--- src/hdl/ex_op_pkg.sv ---
package ex_op_pkg;

  localparam int XLEN       = 32;
  localparam int REG_ADDR_W = 5;
  localparam int SPR_IDX_W  = 4;   // Caps each SPR bank at 16 entries

  typedef logic [XLEN-1:0] word_t;

  //////////////////////////////////////////////////////////////////////
  // Execute operations
  //////////////////////////////////////////////////////////////////////

  typedef enum logic [3:0] {
    OP_NOP    = 4'd0,
    OP_ADD    = 4'd1,
    OP_SUB    = 4'd2,
    OP_SLT    = 4'd3,
    OP_BEQ    = 4'd4,
    OP_BLT    = 4'd5,
    OP_DOT8   = 4'd6,    // Register operands, byte lanes
    OP_DOT16  = 4'd7,    // Register operands, halfword lanes
    OP_LOAD   = 4'd8,
    OP_SDOT8  = 4'd9,    // Load-compute, SPR operands
    OP_SDOT16 = 4'd10
  } ex_op_e;

  // Signed SIMD lanes
  typedef logic signed [7:0]  lane8_t;
  typedef logic signed [15:0] lane16_t;

  // One data word read either as four bytes or as two halfwords
  typedef union packed {
    lane8_t  [3:0] b;    // DOT8 view
    lane16_t [1:0] h;    // DOT16 view
  } simd_word_u;

endpackage

--- src/hdl/ex_port_pkg.sv ---
package ex_port_pkg;

  import ex_op_pkg::*;

  //////////////////////////////////////////////////////////////////////
  // Bundles between ID, EX and WB
  //////////////////////////////////////////////////////////////////////

  // SPR write target
  typedef struct packed {
    logic                 en;
    logic                 is_act;   // Activation bank when set, else weight bank
    logic [SPR_IDX_W-1:0] idx;
  } spr_wr_t;

  // Instruction entering EX
  typedef struct packed {
    ex_op_e                op;
    word_t                 operand_a;
    word_t                 operand_b;
    word_t                 operand_c;   // Accumulator or jump target
    logic [REG_ADDR_W-1:0] waddr;
    spr_wr_t               spr_dst;     // SPR loaded by this instruction
    logic [SPR_IDX_W-1:0]  w_idx;       // Weight SPR read by SDOT
    logic [SPR_IDX_W-1:0]  a_idx;       // Activation SPR read by SDOT
  } ex_req_t;

  // Register-file write, used by the forwarding and load ports
  typedef struct packed {
    logic                  we;
    logic [REG_ADDR_W-1:0] waddr;
    word_t                 wdata;
  } rf_wr_t;

endpackage

--- src/hdl/ex_alu.sv ---
module ex_alu import ex_op_pkg::*; (
  input  ex_op_e op_i,
  input  word_t  operand_a_i,
  input  word_t  operand_b_i,
  output word_t  result_o,
  output logic   cmp_o
);

  word_t sum;
  word_t diff;
  logic  lt_signed;
  logic  eq;

  assign sum       = operand_a_i + operand_b_i;
  assign diff      = operand_a_i - operand_b_i;
  assign lt_signed = $signed(operand_a_i) < $signed(operand_b_i);
  assign eq        = (operand_a_i == operand_b_i);

  // Arithmetic result
  always_comb begin
    case (op_i)
      OP_ADD:  result_o = sum;
      OP_SUB:  result_o = diff;
      OP_SLT:  result_o = {{(XLEN-1){1'b0}}, lt_signed};
      default: result_o = '0;
    endcase
  end

  // Branch compare, low for every other op
  always_comb begin
    case (op_i)
      OP_BEQ:  cmp_o = eq;
      OP_BLT:  cmp_o = lt_signed;
      default: cmp_o = 1'b0;
    endcase
  end

endmodule

--- src/hdl/ex_dot_unit.sv ---
module ex_dot_unit import ex_op_pkg::*; (
  input  ex_op_e op_i,
  input  word_t  operand_a_i,
  input  word_t  operand_b_i,
  input  word_t  operand_c_i,
  input  word_t  wspr_i,
  input  word_t  aspr_i,
  output word_t  result_o
);

  simd_word_u         src_a;
  simd_word_u         src_b;
  logic               use_spr;
  logic               half_mode;
  logic signed [15:0] prod8  [4];
  logic signed [31:0] prod16 [2];
  logic signed [31:0] acc;

  assign use_spr   = (op_i == OP_SDOT8) || (op_i == OP_SDOT16);
  assign half_mode = (op_i == OP_DOT16) || (op_i == OP_SDOT16);

  //////////////////////////////////////////////////////////////////////
  // Operand selection
  //////////////////////////////////////////////////////////////////////

  // Load-compute dots take weights and activations from the SPRs
  assign src_a = use_spr ? wspr_i : operand_a_i;
  assign src_b = use_spr ? aspr_i : operand_b_i;

  //////////////////////////////////////////////////////////////////////
  // Lane products and accumulation
  //////////////////////////////////////////////////////////////////////

  always_comb begin
    for (int i = 0; i < 4; i++) begin
      prod8[i] = $signed(src_a.b[i]) * $signed(src_b.b[i]);
    end
    for (int i = 0; i < 2; i++) begin
      prod16[i] = $signed(src_a.h[i]) * $signed(src_b.h[i]);
    end
  end

  always_comb begin
    acc = $signed(operand_c_i);   // Accumulator operand
    if (half_mode) begin
      for (int i = 0; i < 2; i++) begin
        acc = acc + prod16[i];
      end
    end else begin
      for (int i = 0; i < 4; i++) begin
        acc = acc + prod8[i];     // Sign extended to 32 bits
      end
    end
  end

  // Sum wraps at 32 bits
  assign result_o = word_t'(acc);

endmodule

--- src/hdl/ex_spr_file.sv ---
module ex_spr_file import ex_op_pkg::*; import ex_port_pkg::*; #(
  parameter int NUM_WSPR = 4,
  parameter int NUM_ASPR = 2
) (
  input  logic                 clk,
  input  logic                 rst_n,
  input  logic [SPR_IDX_W-1:0] w_idx_i,
  input  logic [SPR_IDX_W-1:0] a_idx_i,
  input  spr_wr_t              wr_i,
  input  word_t                lsu_rdata_i,
  output word_t                wspr_o,
  output word_t                aspr_o
);

  word_t [NUM_WSPR-1:0] wspr_q;   // Weight bank
  word_t [NUM_ASPR-1:0] aspr_q;   // Activation bank

  // Read ports, index beyond the bank reads zero
  always_comb begin
    wspr_o = '0;
    aspr_o = '0;
    for (int i = 0; i < NUM_WSPR; i++) begin
      if (w_idx_i == SPR_IDX_W'(i)) wspr_o = wspr_q[i];
    end
    for (int i = 0; i < NUM_ASPR; i++) begin
      if (a_idx_i == SPR_IDX_W'(i)) aspr_o = aspr_q[i];
    end
  end

  // Load data lands in the bank and entry named by the WB item
  always_ff @(posedge clk or negedge rst_n) begin
    if (!rst_n) begin
      wspr_q <= '0;
      aspr_q <= '0;
    end else if (wr_i.en) begin
      for (int i = 0; i < NUM_WSPR; i++) begin
        if (!wr_i.is_act && wr_i.idx == SPR_IDX_W'(i)) wspr_q[i] <= lsu_rdata_i;
      end
      for (int i = 0; i < NUM_ASPR; i++) begin
        if (wr_i.is_act && wr_i.idx == SPR_IDX_W'(i)) aspr_q[i] <= lsu_rdata_i;
      end
    end
  end

endmodule

--- src/hdl/ex_fwd_ctrl.sv ---
module ex_fwd_ctrl import ex_op_pkg::*; import ex_port_pkg::*; (
  input  ex_req_t req_i,
  input  logic    id_valid_i,
  input  logic    wb_ready_i,
  input  word_t   alu_result_i,
  input  word_t   dot_result_i,
  input  logic    alu_cmp_i,
  output rf_wr_t  fwd_o,
  output logic    ex_ready_o,
  output logic    ex_valid_o,
  output logic    branch_decision_o,
  output word_t   jump_target_o
);

  logic is_alu;
  logic is_rdot;
  logic is_branch;
  logic is_nop;
  logic accept;

  //////////////////////////////////////////////////////////////////////
  // Op classes
  //////////////////////////////////////////////////////////////////////

  assign is_alu    = (req_i.op == OP_ADD) || (req_i.op == OP_SUB) || (req_i.op == OP_SLT);
  assign is_rdot   = (req_i.op == OP_DOT8) || (req_i.op == OP_DOT16);
  assign is_branch = (req_i.op == OP_BEQ) || (req_i.op == OP_BLT);
  assign is_nop    = (req_i.op == OP_NOP);

  //////////////////////////////////////////////////////////////////////
  // Stage handshake
  //////////////////////////////////////////////////////////////////////

  // Branches resolve here, so WB back-pressure never stalls them
  assign ex_ready_o = wb_ready_i | (id_valid_i & is_branch);
  assign accept     = id_valid_i & ex_ready_o;

  // Everything except branches and bubbles moves on to WB
  assign ex_valid_o = id_valid_i & ~is_branch & ~is_nop & wb_ready_i;

  // Forwarding port, written in the acceptance cycle
  always_comb begin
    fwd_o.we    = accept & (is_alu | is_rdot);
    fwd_o.waddr = req_i.waddr;
    fwd_o.wdata = is_rdot ? dot_result_i : alu_result_i;
  end

  // Branch outcome
  assign branch_decision_o = id_valid_i & is_branch & alu_cmp_i;
  assign jump_target_o     = req_i.operand_c;

endmodule

--- src/hdl/ex_wb_reg.sv ---
module ex_wb_reg import ex_op_pkg::*; import ex_port_pkg::*; (
  input  logic    clk,
  input  logic    rst_n,
  input  ex_req_t req_i,
  input  logic    ex_valid_i,
  input  logic    wb_ready_i,
  input  word_t   dot_result_i,
  input  word_t   lsu_rdata_i,
  output rf_wr_t  wb_o,
  output spr_wr_t spr_wr_o
);

  logic                  is_load;
  logic                  is_sdot;
  logic                  we_d;
  spr_wr_t               spr_d;
  logic                  we_q;      // GPR write pending in WB
  logic                  sdot_q;    // Write data comes from the dot result
  logic [REG_ADDR_W-1:0] waddr_q;
  spr_wr_t               spr_q;
  word_t                 dot_q;

  assign is_load = (req_i.op == OP_LOAD);
  assign is_sdot = (req_i.op == OP_SDOT8) || (req_i.op == OP_SDOT16);

  // A load goes either to a GPR or to an SPR; an SDOT always writes its GPR
  assign we_d = (is_load & ~req_i.spr_dst.en) | is_sdot;

  always_comb begin
    spr_d    = req_i.spr_dst;
    spr_d.en = req_i.spr_dst.en & (is_load | is_sdot);
  end

  //////////////////////////////////////////////////////////////////////
  // EX/WB pipeline register
  //////////////////////////////////////////////////////////////////////

  always_ff @(posedge clk or negedge rst_n) begin
    if (!rst_n) begin
      we_q    <= 1'b0;
      sdot_q  <= 1'b0;
      waddr_q <= '0;
      spr_q   <= '0;
      dot_q   <= '0;
    end else if (ex_valid_i) begin   // Old item retires in the same edge
      we_q    <= we_d;
      sdot_q  <= is_sdot;
      waddr_q <= req_i.waddr;
      spr_q   <= spr_d;
      dot_q   <= dot_result_i;
    end else if (wb_ready_i) begin
      // Retired with nothing behind it
      we_q     <= 1'b0;
      spr_q.en <= 1'b0;
    end
  end

  //////////////////////////////////////////////////////////////////////
  // Load write port and SPR write
  //////////////////////////////////////////////////////////////////////

  always_comb begin
    wb_o.we    = we_q;
    wb_o.waddr = waddr_q;
    wb_o.wdata = sdot_q ? dot_q : lsu_rdata_i;
  end

  always_comb begin
    spr_wr_o    = spr_q;
    spr_wr_o.en = spr_q.en & wb_ready_i;   // Only at the retiring edge
  end

endmodule

--- src/hdl/ex_stage.sv ---
module ex_stage import ex_op_pkg::*; import ex_port_pkg::*; #(
  parameter int NUM_WSPR = 4,
  parameter int NUM_ASPR = 2
) (
  input  logic    clk,
  input  logic    rst_n,

  // From ID
  input  ex_req_t req_i,
  input  logic    id_valid_i,
  output logic    ex_ready_o,

  // To WB
  output logic    ex_valid_o,
  input  logic    wb_ready_i,
  input  word_t   lsu_rdata_i,   // Load data of the item in WB

  // Write ports
  output rf_wr_t  fwd_o,
  output rf_wr_t  wb_o,

  // To IF
  output logic    branch_decision_o,
  output word_t   jump_target_o
);

  word_t   alu_result;
  logic    alu_cmp;
  word_t   dot_result;
  word_t   wspr;
  word_t   aspr;
  spr_wr_t spr_wr;

  //////////////////////////////////////////////////////////////////////
  // Datapath
  //////////////////////////////////////////////////////////////////////

  ex_alu u_alu (
    .op_i        (req_i.op),
    .operand_a_i (req_i.operand_a),
    .operand_b_i (req_i.operand_b),
    .result_o    (alu_result),
    .cmp_o       (alu_cmp)
  );

  ex_dot_unit u_dot (
    .op_i        (req_i.op),
    .operand_a_i (req_i.operand_a),
    .operand_b_i (req_i.operand_b),
    .operand_c_i (req_i.operand_c),
    .wspr_i      (wspr),
    .aspr_i      (aspr),
    .result_o    (dot_result)
  );

  ex_spr_file #(
    .NUM_WSPR (NUM_WSPR),
    .NUM_ASPR (NUM_ASPR)
  ) u_spr (
    .clk         (clk),
    .rst_n       (rst_n),
    .w_idx_i     (req_i.w_idx),
    .a_idx_i     (req_i.a_idx),
    .wr_i        (spr_wr),
    .lsu_rdata_i (lsu_rdata_i),
    .wspr_o      (wspr),
    .aspr_o      (aspr)
  );

  //////////////////////////////////////////////////////////////////////
  // Control and write-back
  //////////////////////////////////////////////////////////////////////

  ex_fwd_ctrl u_fwd (
    .req_i             (req_i),
    .id_valid_i        (id_valid_i),
    .wb_ready_i        (wb_ready_i),
    .alu_result_i      (alu_result),
    .dot_result_i      (dot_result),
    .alu_cmp_i         (alu_cmp),
    .fwd_o             (fwd_o),
    .ex_ready_o        (ex_ready_o),
    .ex_valid_o        (ex_valid_o),
    .branch_decision_o (branch_decision_o),
    .jump_target_o     (jump_target_o)
  );

  ex_wb_reg u_wb (
    .clk          (clk),
    .rst_n        (rst_n),
    .req_i        (req_i),
    .ex_valid_i   (ex_valid_o),
    .wb_ready_i   (wb_ready_i),
    .dot_result_i (dot_result),
    .lsu_rdata_i  (lsu_rdata_i),
    .wb_o         (wb_o),
    .spr_wr_o     (spr_wr)
  );

endmodule

--- config.mk ---
export PLATFORM = sky130hd
export DESIGN_NAME = ex_stage
export DESIGN_NICKNAME = d
export VERILOG_FILES = /design/src/hdl/ex_op_pkg.sv /design/src/hdl/ex_port_pkg.sv /design/src/hdl/ex_alu.sv /design/src/hdl/ex_dot_unit.sv /design/src/hdl/ex_spr_file.sv /design/src/hdl/ex_fwd_ctrl.sv /design/src/hdl/ex_wb_reg.sv /design/src/hdl/ex_stage.sv
export SDC_FILE = /design/constraint.sdc
export NUM_CORES = 2
export LEC_CHECK = 0
export ABC_AREA = 1
export BUFFER_PORTS_ARGS = -buffer_cell sky130_fd_sc_hd__buf_2
export CAP_MARGIN = 20
export CORE_ASPECT_RATIO = 1.2
export CORE_UTILIZATION = 42
export CTS_BUF_LIST = sky130_fd_sc_hd__clkbuf_8
export DETAILED_ROUTE_END_ITERATION = 10
export GPL_ROUTABILITY_DRIVEN = 0
export PLACE_DENSITY_LB_ADDON = 0.25
export SYNTH_ARGS = -nofsm -noshare
export SYNTH_HDL_FRONTEND = slang
export SYNTH_SLANG_ARGS = --single-unit
--- constraint.sdc ---
create_clock -name clk -period 13.6 [get_ports clk]
set_input_delay 1.36 -clock clk [delete_from_list [all_inputs] [get_ports clk]]
set_output_delay 1.36 -clock clk [all_outputs]
set_load 0.02 [all_outputs]
==> results_dict.tcl <==
set metrics [dict create \
    worst_slew_pin_slew_ns 1.17 \
    hold_viol_final 0 \
    rsz0062_at_grt "false" \
    gr-total-overflow 0 \
    worst_setup_path_start_kind "primary input" \
    cpPeakStageDelay_ns 1.06 \
    root_buffer "clkbuf_8" \
    period_needed_ns 12.72 \
    die_w_microns 323 \
    cts_tree "built" \
    clk_latency_ns 0.56 \
    ys_seq_area_share_pct 11.4 \
    synth_enable_flop_cells 0 \
    drt_iter0_drc 4782 \
    antenna_found_initial 5 \
    wirelength_microns 194000 \
    grt_usage_pct 31.5 \
    outcome "finished clean" \
    firstDrtPassIters 6 \
    cp_max_fo 26 \
    synth_nets 7863 \
    synth_cell_types 55 \
    drive_gt1_share_pct 8.28 \
    rows 140 \
    skew_ns 0.0288 \
    cp.arrival_ns 11.36 \
    synth_cells 6303 \
    setup_violations 0 \
    die_h_microns 387 \
    multi_input_area_sq_um 38300 \
    ys_seq_elements 237 \
    syn_area_sq_um 51900 \
    synthToLayoutAreaGrowth_pct 7.29 \
    port_buffers 265 \
    yosysWarnings 0 \
    grt_pass1_vias 44100 \
    post_cts_buffers 0 \
    cap_violations 0 \
    cts_resized 0 \
    hold_buffers 0 \
    synthFlopType "dfrtp_1" \
    grt_pass1_wl_microns 286000 \
    syn_area_per_cell_sq_um 8.23 \
    drv_slew 0 \
    relSlewSlack_pct 21.5 \
    io-pin-count 266 \
    dp_hpwl_microns 169000 \
    fin_setup_tns_ns 0 \
    async_flop_share_pct 100 \
    die-area_sq_um 125000 \
    layout.nets 8059 \
    core_sq_um 122000 \
    hp-class "flop to flop" \
    wl_per_cell_microns 23.8 \
    end_kind "output pin" \
    htreeDepth 2 \
    ff_latch_area_sq_um 5930 \
    cts_buffers 36 \
    start_util_pct 42.5 \
    ant_nets 0 \
    fmax_ghz 0.0786 \
    viasPerCell 5.34 \
    num-fill-cells 12300 \
    cts.clk_slew.worst_paths_ns 0.07 \
    clkSinkCount 237 \
    cpMostUsedCell "fa_1" \
    required_ns 12.24 \
    critical_path_class "primary input to output pin" \
    cts_buffer_depth 3 \
    vias 43500 \
    crit_path_top_delay_cell "fa_1" \
    remaining_drc_errors 0 \
    grt_max_degree 98 \
    period_share_pct 93.6 \
]
## synthesized netlist by cell type (8+ instances only)
cell      number  area (sq um)
clkbuf_1      73           274
o211ai_1      16           120
a21oi_1      216          1080
buf_6          8          90.1
buf_2         49           245
o22ai_1       38           238
nand2_1     1010          3790
nor3_1        31           155
o21ai_2       28           245
nand4_1       37           231
o21ai_0      367          1840
xor2_1        12           105
inv_1       1733          6500
inv_2         40           150
o221ai_1      26           228
o21ai_1       15          75.1
a31oi_1       10          62.6
ha_1         323          4040
dfrtp_1      237          5930
o21a_1        13          97.6
fa_1        1082         21700
a21o_1        15           113
xnor2_1       18           158
or2_2         32           200
o21bai_1      24           180
nand2_2        9          56.3
nor2_1       509          1910
nand3_1      210          1050
buf_4         52           390
## routing by layer
metal,share of wire [%],global-route usage (%),vias to the layer above
li1,-,-,19100
met1,37,39.6,21500
met2,44,48.6,2426
met3,9.2,5.13,547
met4,9.5,23.5,6
met5,0.015,0,-
## path summary, 6_finish.rpt
path,start,end,slack (ns),cells after the start
max,req_i[4],fwd_o[21],0.88,32
min,u_wb.spr_wr_o[2],u_wb.spr_wr_o[2],0.47,2
max reg2reg,u_spr.wspr_q[55],u_wb.dot_q[21],4.15,26
min reg2reg,u_wb.spr_wr_o[2],u_wb.spr_wr_o[2],0.47,2
max in group asynchronous,rst_n,u_spr.wspr_q[6],11.16,2
min in group asynchronous,rst_n,u_spr.aspr_q[56],0.84,1
## registers in the layout (all words and copies together), names as in the netlist
name,cells
u_spr.aspr_q,64
u_spr.wspr_q,128
u_wb.dot_q,32
u_wb.sdot_q,1
u_wb.spr_q,1
u_wb.spr_wr_o,5
u_wb.waddr_q,5
u_wb.we_q,1
## cell families (layout without fill, tap and decap cells)
group	count (synthesis)	count (layout)	synth area share, %
buffers and inverters	1962	2179	14.8
other	0	4	0
AOI/OAI and AO/OA	799	799	8.86
adders and majority gates	1405	1405	49.6
xor gates and xnor gates	30	30	0.507
DFF	237	237	11.4
muxes	4	4	0.0772
and+or+nand+nor	1866	1866	14.7
## layout make-up
type	count	area share [%]
multi-input combinational	4104	68.8
inverter	1774	12.0
sequential	237	10.7
tap	1633	3.67
timing repair buffer	346	3.56
clock buffer	46	1.14
clock inverter	13	0.153
antenna	4	0.0180
## layout by cell type, fill, tap and decap left out, types with 12 or more instances in the layout
cell      netlist  routed
o211ai_1       16      16
xnor2_1        18      18
dfrtp_1       237     236
o21ai_0       367     362
a21oi_1       216     216
nand4_1        37      37
o21ai_1        15      20
xor2_1         12      12
nand3_1       210     209
fa_1         1082    1082
a21o_1         15      15
nor2_1        509     506
ha_1          323     323
nand2_1      1010    1008
buf_4          52      78
o21ai_2        28      28
nor3_1         31      31
o21bai_1       24      24
inv_2          40      40
o22ai_1        38      38
inv_1        1733    1742
buf_2          49     264
or2_2          32      32
o221ai_1       26      26
clkbuf_8        0      46
o21a_1         13      13
## worst max-delay path, delay by kind of cell
| kind | cells | cell delay [ns] |
|---|---|---|
| simple gates | 8 | 1.63 |
| fa+ha+maj | 9 | 5.04 |
| buf+inv | 10 | 1.90 |
| compound gates | 5 | 1.35 |
## metrics by stage
stage          setup slack [ns]  hold WS [ns]  instances  area, sq um  util [%]
2_1_floorplan              1.93         0.443       6303        51900         -
3_3_place_gp               1.34         0.453       8093        54900      45.0
3_5_place_dp               1.23         0.458       8093        54900      45.0
4_1_cts                    1.25         0.480       8152        55600      45.6
5_1_grt                   0.414         0.497       8154        55600      45.6
6_report                  0.877         0.474       8157        55600      45.6
Power is left out: the tool's default activity adds up to more than one toggle a clock period on the data nets, which glitch-free logic cannot reach.
